`config.mk`:
```
export PLATFORM = sky130hd
export DESIGN_NAME = p_d
export DESIGN_NICKNAME = d
export VERILOG_FILES = /design/src/rtl/p_d_pkg.sv /design/src/rtl/arg_extract.sv /design/src/rtl/decoder16.sv /design/src/rtl/ir.sv /design/src/rtl/op_decode.sv /design/src/rtl/p_d.sv
export VERILOG_INCLUDE_DIRS = /design/src /design/src/rtl
export SDC_FILE = /design/constraint.sdc
export NUM_CORES = 1
export LEC_CHECK = 0
export BUFFER_PORTS_ARGS = -buffer_cell sky130_fd_sc_hd__clkbuf_2
export CAP_MARGIN = 0
export CORE_ASPECT_RATIO = 0.9
export CORE_MARGIN = 8
export CORE_UTILIZATION = 39
export CTS_CLUSTER_SIZE = 30
export DETAILED_ROUTE_END_ITERATION = 8
export GPL_TIMING_DRIVEN = 0
export PLACE_DENSITY = 0.76
export SYNTH_ARGS = -nofsm -noshare
export SYNTH_HDL_FRONTEND = slang
export SYNTH_SLANG_ARGS = --single-unit
```
`constraint.sdc`:
```
create_clock -name clk_sys -period 1.55 [get_ports clk_sys]
set_input_delay 0.155 -clock clk_sys [delete_from_list [all_inputs] [get_ports clk_sys]]
set_output_delay 0.155 -clock clk_sys [all_outputs]
set_load 0.05 [all_outputs]
```
`src/rtl/p_d_params.svh`:
```
////////////////////////////////////////
// P-D field widths
////////////////////////////////////////
`ifndef P_D_PARAMS_SVH
`define P_D_PARAMS_SVH

// Instruction word, same as the internal W bus
`define P_D_WORD_W 16

// Opcode field, bits 0..5 of the instruction
`define P_D_OP_W 6

// One register field, A, B or C
`define P_D_REG_W 3

`endif

```
`src/rtl/p_d_pkg.sv`:
```
////////////////////////////////////////
// P-D shared types
////////////////////////////////////////
`default_nettype none

`include "p_d_params.svh"

package p_d_pkg;

	typedef logic [0:`P_D_WORD_W-1] ir_word_t;	// Bit 0 is the MSB, as on the schematics
	typedef logic [`P_D_REG_W-1:0] reg_id_t;	// Register number r0..r7

	// Each code equals the opcode itself, so a waveform shows {group, index}.
	// Group 00 has no instructions and collapses to op_ill
	typedef enum logic [`P_D_OP_W-1:0] {
		op_ill   = 6'h00,
		// Group 01, normal argument
		op_lw    = 6'h10, op_tw    = 6'h11, op_ls    = 6'h12, op_ri    = 6'h13,
		op_rw    = 6'h14, op_pw    = 6'h15, op_rj    = 6'h16, op_is    = 6'h17,
		op_bb    = 6'h18, op_bm    = 6'h19, op_bs    = 6'h1a, op_bc    = 6'h1b,
		op_bn    = 6'h1c, op_ou    = 6'h1d, op_in    = 6'h1e, op_pufa  = 6'h1f,
		// Group 10, normal argument
		op_aw    = 6'h20, op_ac    = 6'h21, op_sw    = 6'h22, op_cw    = 6'h23,
		op_or    = 6'h24, op_om    = 6'h25, op_nr    = 6'h26, op_nm    = 6'h27,
		op_er    = 6'h28, op_em    = 6'h29, op_xr    = 6'h2a, op_xm    = 6'h2b,
		op_cl    = 6'h2c, op_lb    = 6'h2d, op_rb    = 6'h2e, op_cb    = 6'h2f,
		// Group 11, short argument (0..8), byte argument (9), extended groups
		op_awt   = 6'h30, op_trb   = 6'h31, op_irb   = 6'h32, op_drb   = 6'h33,
		op_cwt   = 6'h34, op_lwt   = 6'h35, op_lws   = 6'h36, op_rws   = 6'h37,
		op_js    = 6'h38, op_ka2   = 6'h39, op_grp_c = 6'h3a, op_grp_s = 6'h3b,
		op_grp_j = 6'h3c, op_grp_l = 6'h3d, op_grp_g = 6'h3e, op_brc   = 6'h3f
	} op_t;

endpackage

`default_nettype wire

```
`src/rtl/arg_extract.sv`:
```
////////////////////////////////////////
// Register fields and arguments
////////////////////////////////////////
`timescale 1ns/100ps
`default_nettype none

module arg_extract
	import p_d_pkg::*;
(
	input  wire ir_word_t ir,
	input  wire           short_class,	// From op_decode
	input  wire           byte_class,	// From op_decode
	output reg_id_t       reg_a,	// Bits 7..9
	output reg_id_t       reg_b,	// Bits 10..12
	output reg_id_t       reg_c,	// Bits 13..15
	output logic          d,	// Bit 6, pre-modification
	output ir_word_t      arg	// Argument word
);

	localparam int word_w = $bits(ir_word_t);

	logic [word_w-1:0] mag;	// Short magnitude, zero-extended
	logic [word_w-1:0] short_arg;	// Signed short form
	logic [word_w-1:0] byte_arg;	// Byte form

	assign reg_a = ir[7:9];
	assign reg_b = ir[10:12];
	assign reg_c = ir[13:15];
	assign d     = ir[6];

	// KA1 layout: D is the sign, bits 10..15 the magnitude
	assign mag = {{(word_w-6){1'b0}}, ir[10:15]};

	// Two's complement negate; magnitude 0 stays 0
	assign short_arg = ir[6] ? (~mag + 1'b1) : mag;

	// KA2 layout: low byte of the word
	assign byte_arg = {{(word_w-8){1'b0}}, ir[8:15]};

	always_comb begin
		if (short_class) begin
			arg = short_arg;
		end else if (byte_class) begin
			arg = byte_arg;
		end else begin
			arg = '0;	// No embedded argument
		end
	end

endmodule

`default_nettype wire

```
`src/rtl/decoder16.sv`:
```
////////////////////////////////////////
// Enabled 4-to-16 decoder
////////////////////////////////////////
`timescale 1ns/100ps
`default_nettype none

module decoder16
	import p_d_pkg::*;
(
	input  wire [0:1]   en,	// Both high to enable
	input  wire [0:3]   i,	// Index, bit 0 is MSB
	output logic [0:15] o	// One-hot, o[0] for index 0
);

	always_comb begin
		o = '0;
		if (&en) begin
			o[i] = 1'b1;	// Single output for the selected index
		end
	end

endmodule

`default_nettype wire

```
`src/rtl/ir.sv`:
```
////////////////////////////////////////
// Instruction register
////////////////////////////////////////
`timescale 1ns/100ps
`default_nettype none

module ir
	import p_d_pkg::*;
(
	input  wire           clk_sys,
	input  wire           rst_n,
	input  wire ir_word_t w,	// Internal W bus
	input  wire           strob1,	// Microstep strobe
	input  wire           w_ir,	// Bus target is IR
	output ir_word_t      ir
);

	logic load;	// Strobed write from W

	assign load = strob1 & w_ir;

	// Holds between loads, the decoders read it all cycle
	always_ff @(posedge clk_sys or negedge rst_n) begin
		if (!rst_n) begin
			ir <= '0;	// Decodes as illegal
		end else if (load) begin
			ir <= w;
		end
	end

endmodule

`default_nettype wire

```
`src/rtl/op_decode.sv`:
```
////////////////////////////////////////
// Opcode decode and class flags
////////////////////////////////////////
`timescale 1ns/100ps
`default_nettype none

module op_decode
	import p_d_pkg::*;
(
	input  wire ir_word_t ir,
	output op_t           op,	// Mnemonic
	output logic          illegal,	// Group 00
	output logic          norm_arg,	// Groups 01 and 10
	output logic          two_word,	// Normal argument taken from the next word
	output logic          short_class,	// KA1 short argument
	output logic          byte_class,	// KA2 byte argument
	output logic          io_class	// OU or IN
);

	// Mnemonic tables, one entry per index
	localparam op_t grp01_ops [0:15] = '{
		op_lw, op_tw, op_ls, op_ri,
		op_rw, op_pw, op_rj, op_is,
		op_bb, op_bm, op_bs, op_bc,
		op_bn, op_ou, op_in, op_pufa
	};
	localparam op_t grp10_ops [0:15] = '{
		op_aw, op_ac, op_sw, op_cw,
		op_or, op_om, op_nr, op_nm,
		op_er, op_em, op_xr, op_xm,
		op_cl, op_lb, op_rb, op_cb
	};
	localparam op_t grp11_ops [0:15] = '{
		op_awt,   op_trb,   op_irb,   op_drb,
		op_cwt,   op_lwt,   op_lws,   op_rws,
		op_js,    op_ka2,   op_grp_c, op_grp_s,
		op_grp_j, op_grp_l, op_grp_g, op_brc
	};

	localparam int idx_ou = 13;	// OU position in group 01
	localparam int idx_in = 14;	// IN position in group 01
	localparam int idx_ka2 = 9;	// First non-short entry of group 11

	logic [0:15] hot_01;	// One-hot per group decoder
	logic [0:15] hot_10;
	logic [0:15] hot_11;
	logic        hit_01;	// Group decoder fired
	logic        hit_10;
	logic        hit_11;
	logic [3:0]  idx_01;	// Index recovered from one-hot
	logic [3:0]  idx_10;
	logic [3:0]  idx_11;
	logic        c_zero;	// C field is r0

	// OR of the set positions, exact for a one-hot input
	function automatic logic [3:0] hot_index(input logic [0:15] hot);
		logic [3:0] idx;
		idx = '0;
		for (int k = 0; k < 16; k++) begin
			if (hot[k]) begin
				idx = idx | 4'(k);
			end
		end
		return idx;
	endfunction

	// Group bits select the decoder, inverted where the group needs a zero
	decoder16 dec_01 (
		.en ({~ir[0],  ir[1]}),
		.i  (ir[2:5]),
		.o  (hot_01)
	);

	decoder16 dec_10 (
		.en ({ ir[0], ~ir[1]}),
		.i  (ir[2:5]),
		.o  (hot_10)
	);

	decoder16 dec_11 (
		.en ({ ir[0],  ir[1]}),
		.i  (ir[2:5]),
		.o  (hot_11)
	);

	assign hit_01 = |hot_01;
	assign hit_10 = |hot_10;
	assign hit_11 = |hot_11;

	assign idx_01 = hot_index(hot_01);
	assign idx_10 = hot_index(hot_10);
	assign idx_11 = hot_index(hot_11);

	always_comb begin
		if (hit_01) begin
			op = grp01_ops[idx_01];
		end else if (hit_10) begin
			op = grp10_ops[idx_10];
		end else if (hit_11) begin
			op = grp11_ops[idx_11];
		end else begin
			op = op_ill;	// No decoder enabled
		end
	end

	assign c_zero      = ~|ir[13:15];
	assign illegal     = ~(hit_01 | hit_10 | hit_11);
	assign norm_arg    = hit_01 | hit_10;
	assign two_word    = norm_arg & c_zero;	// C=0 means argument in next word
	assign short_class = |hot_11[0:idx_ka2-1];	// AWT..JS
	assign byte_class  = hot_11[idx_ka2];
	assign io_class    = hot_01[idx_ou] | hot_01[idx_in];

endmodule

`default_nettype wire

```
`src/rtl/p_d.sv`:
```
////////////////////////////////////////
// P-D instruction decode unit
////////////////////////////////////////
`timescale 1ns/100ps
`default_nettype none

module p_d
	import p_d_pkg::*;
(
	input  wire           clk_sys,
	input  wire           rst_n,
	input  wire ir_word_t w,	// Internal W bus
	input  wire           strob1,	// Load strobe
	input  wire           w_ir,	// W bus to IR
	output ir_word_t      ir,
	output logic          c0,	// C field is zero
	output op_t           op,
	output logic          illegal,
	output logic          norm_arg,
	output logic          two_word,
	output logic          short_class,
	output logic          byte_class,
	output logic          io_class,
	output reg_id_t       reg_a,
	output reg_id_t       reg_b,
	output reg_id_t       reg_c,
	output logic          d,
	output ir_word_t      arg
);

	ir u_ir (
		.clk_sys (clk_sys),
		.rst_n   (rst_n),
		.w       (w),
		.strob1  (strob1),
		.w_ir    (w_ir),
		.ir      (ir)
	);

	assign c0 = ~|ir[13:15];	// Register r0 or next-word argument

	op_decode u_op_decode (
		.ir          (ir),
		.op          (op),
		.illegal     (illegal),
		.norm_arg    (norm_arg),
		.two_word    (two_word),
		.short_class (short_class),
		.byte_class  (byte_class),
		.io_class    (io_class)
	);

	// Class flags pick the argument form
	arg_extract u_arg_extract (
		.ir          (ir),
		.short_class (short_class),
		.byte_class  (byte_class),
		.reg_a       (reg_a),
		.reg_b       (reg_b),
		.reg_c       (reg_c),
		.d           (d),
		.arg         (arg)
	);

endmodule

`default_nettype wire

```
==> impl_metrics.py <==
metrics = {
    "routing": {
        "drt-vias-per-instance": 5.49,
        "wl_um": 6260,
        "drtPass1Iterations": 4,
        "vias": 1432,
        "antenna_left": 0,
        "drt-initial-drc-count": 99,
        "wl_per_cell_um": 24.0,
        "drc": 0,
    },
    "place": {
        "place_hpwl_um": 2850,
        "postPlaceCellArea_sq_um": 1750,
        "gp_congestion": 0.955,
        "post-place-ws_ns": -0.336,
        "io_buffers": 74,
    },
    "cells_and_area": {
        "design_area_sq_um": 2560,
        "regMostFlops": "u_ir.ir",
        "nets": 245,
        "syn2layout_area_growth_pct": 131,
        "nFillCells": 78,
        "final_common_cell": "clkbuf_2",
        "seq_area_sq_um": 415,
        "multi_input_area_sq_um": 833,
        "drive_gt1_share_pct": 88.2,
        "most-common-layout-cells": "clkbuf_2, buf_4, buf_6, dfrtp_2, mux2_2",
        "diodes": 0,
        "top_regs": "u_ir.ir (16)",
        "largest_reg_flops": 16,
    },
    "critical_path": {
        "cp_data_arrival_time_ns": 1.92,
        "path_delay_family": "compound AO/OA/AOI/OAI gates",
        "r2r-start": "u_ir.ir[12]",
        "crit_cells": 5,
        "cpMaxStageDelayCell": "dfrtp_2",
        "startpoint": "u_ir.ir[11]",
        "r2r_end": "u_ir.ir[12]",
        "regToRegSetupSlack_ns": 0.42,
        "crit_path_start_kind": "flop",
        "critical_path_class": "flop to output pin",
        "required_ns": 1.39,
        "crit_path_max_fanout": 6,
        "path_buf_inv": 2,
        "cp-end-kind": "output pin",
        "reg2reg_depth": 3,
        "critical-path-max-stage-delay_ns": 0.45,
        "path_cells": "o31a_1, buf_6, a211oi_4, mux2i_4, buf_8",
    },
    "global_routing": {
        "grt_pass1_vias": 1409,
        "grt.total_usage_pct": 20.1,
        "grt_overflow_total": 0,
        "antenna_found_initial": 0,
        "grt_max_degree": 17,
        "grt_pass1_wl_um": 7560,
    },
    "timing": {
        "timing.final.ws_setup_ns": -0.522,
        "setup_viol": 23,
        "period_minus_slack_ns": 2.07,
        "finalHoldViolations": 0,
        "finalSetupTns_ns": -7.83,
        "fin_worst_skew_ns": 0,
        "max_freq_mhz": 483,
        "finalCritPeriodShare_pct": 134,
        "rsz0062_at_grt": "yes",
        "drv_slew": 0,
        "slew_headroom_pct": 73.7,
        "worst_pin_slew_ns": 0.394,
    },
    "floorplanning": {
        "dieArea_sq_um": 4810,
        "design.core.area_sq_um": 2730,
        "fp.dieW_um": 72.2,
        "die_h_um": 66.6,
        "num_rows": 18,
        "io_pins": 75,
        "start_util_pct": 40.7,
    },
    "synth": {
        "synthDistinctLibCells": 32,
        "syn_inst": 106,
        "synth-edff-count": 0,
        "ys_seq_area_share_pct": 36.1,
        "avgSynthCellArea_sq_um": 10.5,
        "yosys_warnings": 0,
        "synthArstFlopShare_pct": 100,
        "synthFlopType": "dfrtp_1",
        "syn_nets": 129,
        "netlist_area_sq_um": 1110,
        "ys_seq_elements": 16,
    },
    "clocking": {
        "clk_path_buf_depth": 2,
        "cts_tree": "done",
        "h-tree-depth": 1,
        "clk_pin_slew_ns": 0.09,
        "cts.sinks": 16,
        "cts_buffers": 3,
        "clk_latency_ns": 0.28,
        "cts_root_buf": "clkbuf_4",
    },
    "hold_path": {
        "min_path_type": "primary input to flop",
        "hp-start": "w[14]",
        "whs_endpoint": "u_ir.ir[14]",
        "hold_depth": 2,
    },
    "outcome": {
        "status": "complete, but fails checks",
        "violations": "setup timing",
    },
    "job": {
        "maxCapViolCount": 0,
    },
    "power_and_ir_drop": {
        "powerDensity_nw_per_um2": 1170,
        "p_leak_nw": 1.17,
        "ir_drop_mv": 1.04,
    },
}
[power by group]
part	total [mW]	switching [mW]	internal (mW)
Combinational	2.12	1.29	0.830
Clock	0.268	0.125	0.143
Sequential	0.606	0.118	0.488
[area by class of cell]
| class | instances | share of cell area, % |
|---|---|---|
| Buffer | 19 | 5.91 |
| Clock buffer | 4 | 1.42 |
| Inverter | 4 | 0.684 |
| Multi-Input combinational cell | 66 | 32.6 |
| Sequential cell | 16 | 16.2 |
| Tap cell | 40 | 1.96 |
| Timing Repair Buffer | 112 | 41.3 |
[cell usage after synthesis (3+ instances only)]
master / n / area, sq um
and2_1: 3 / 18.8
buf_4: 15 / 113
clkbuf_1: 3 / 11.3
dfrtp_1: 16 / 400
ha_1: 3 / 37.5
inv_1: 4 / 15.0
mux2_1: 5 / 56.3
mux2_2: 11 / 124
nand2_1: 4 / 15.0
nand3_1: 7 / 35.0
nor2_1: 3 / 11.3
nor2b_1: 4 / 25.0
nor3_1: 3 / 15.0
o2111ai_1: 3 / 26.3
[how the worst max path moves through the flow]
stage	to
final	arg[4]
after global routing	arg[5]
after CTS	arg[4]
after detailed placement	arg[4]
after global placement	arg[4]
after floorplan	arg[7]
[kinds of logic (layout without fill, tap and decap cells)]
group / Yosys count / count (layout) / share of synthesized area [%]
compound gates: 13 / 13 / 11.2
xor+xnor: 2 / 2 / 1.58
mux: 18 / 18 / 18.0
buf+inv: 24 / 139 / 14.0
simple gates: 30 / 30 / 15.8
flops: 16 / 16 / 36.1
fa+ha+maj: 3 / 3 / 3.38
[per-layer routing]
| metal | wire length, um | track usage (%) | vias up |
|---|---|---|---|
| li1 | - | - | 602 |
| met1 | 2270 | 22.2 | 698 |
| met2 | 3190 | 37.8 | 100 |
| met3 | 468 | 3.15 | 32 |
| met4 | 326 | 7.38 | 0 |
| met5 | 0 | 0 | - |
[stage by stage]
step	util [%]	power, mW	instances	hold WS [ns]
floorplan	-	1.76	106	-0.141
global placement	64.4	2.05	220	0.0868
detailed placement	64.4	2.07	220	0.0931
CTS	85.7	2.69	247	0.0852
global route	93.9	3.09	261	0.0811
finish	93.9	2.99	261	0.0813
[what timing repair did]
item	4_1_cts	5_1_grt
endpoints found under the setup margin	21	28
hold buffers	1	0
pin swaps	8	10
setup buffers	23	16
gates resized for setup	64	36
endpoints found under the hold margin	16	0
Note: power is estimated with default switching activity, not from simulation.
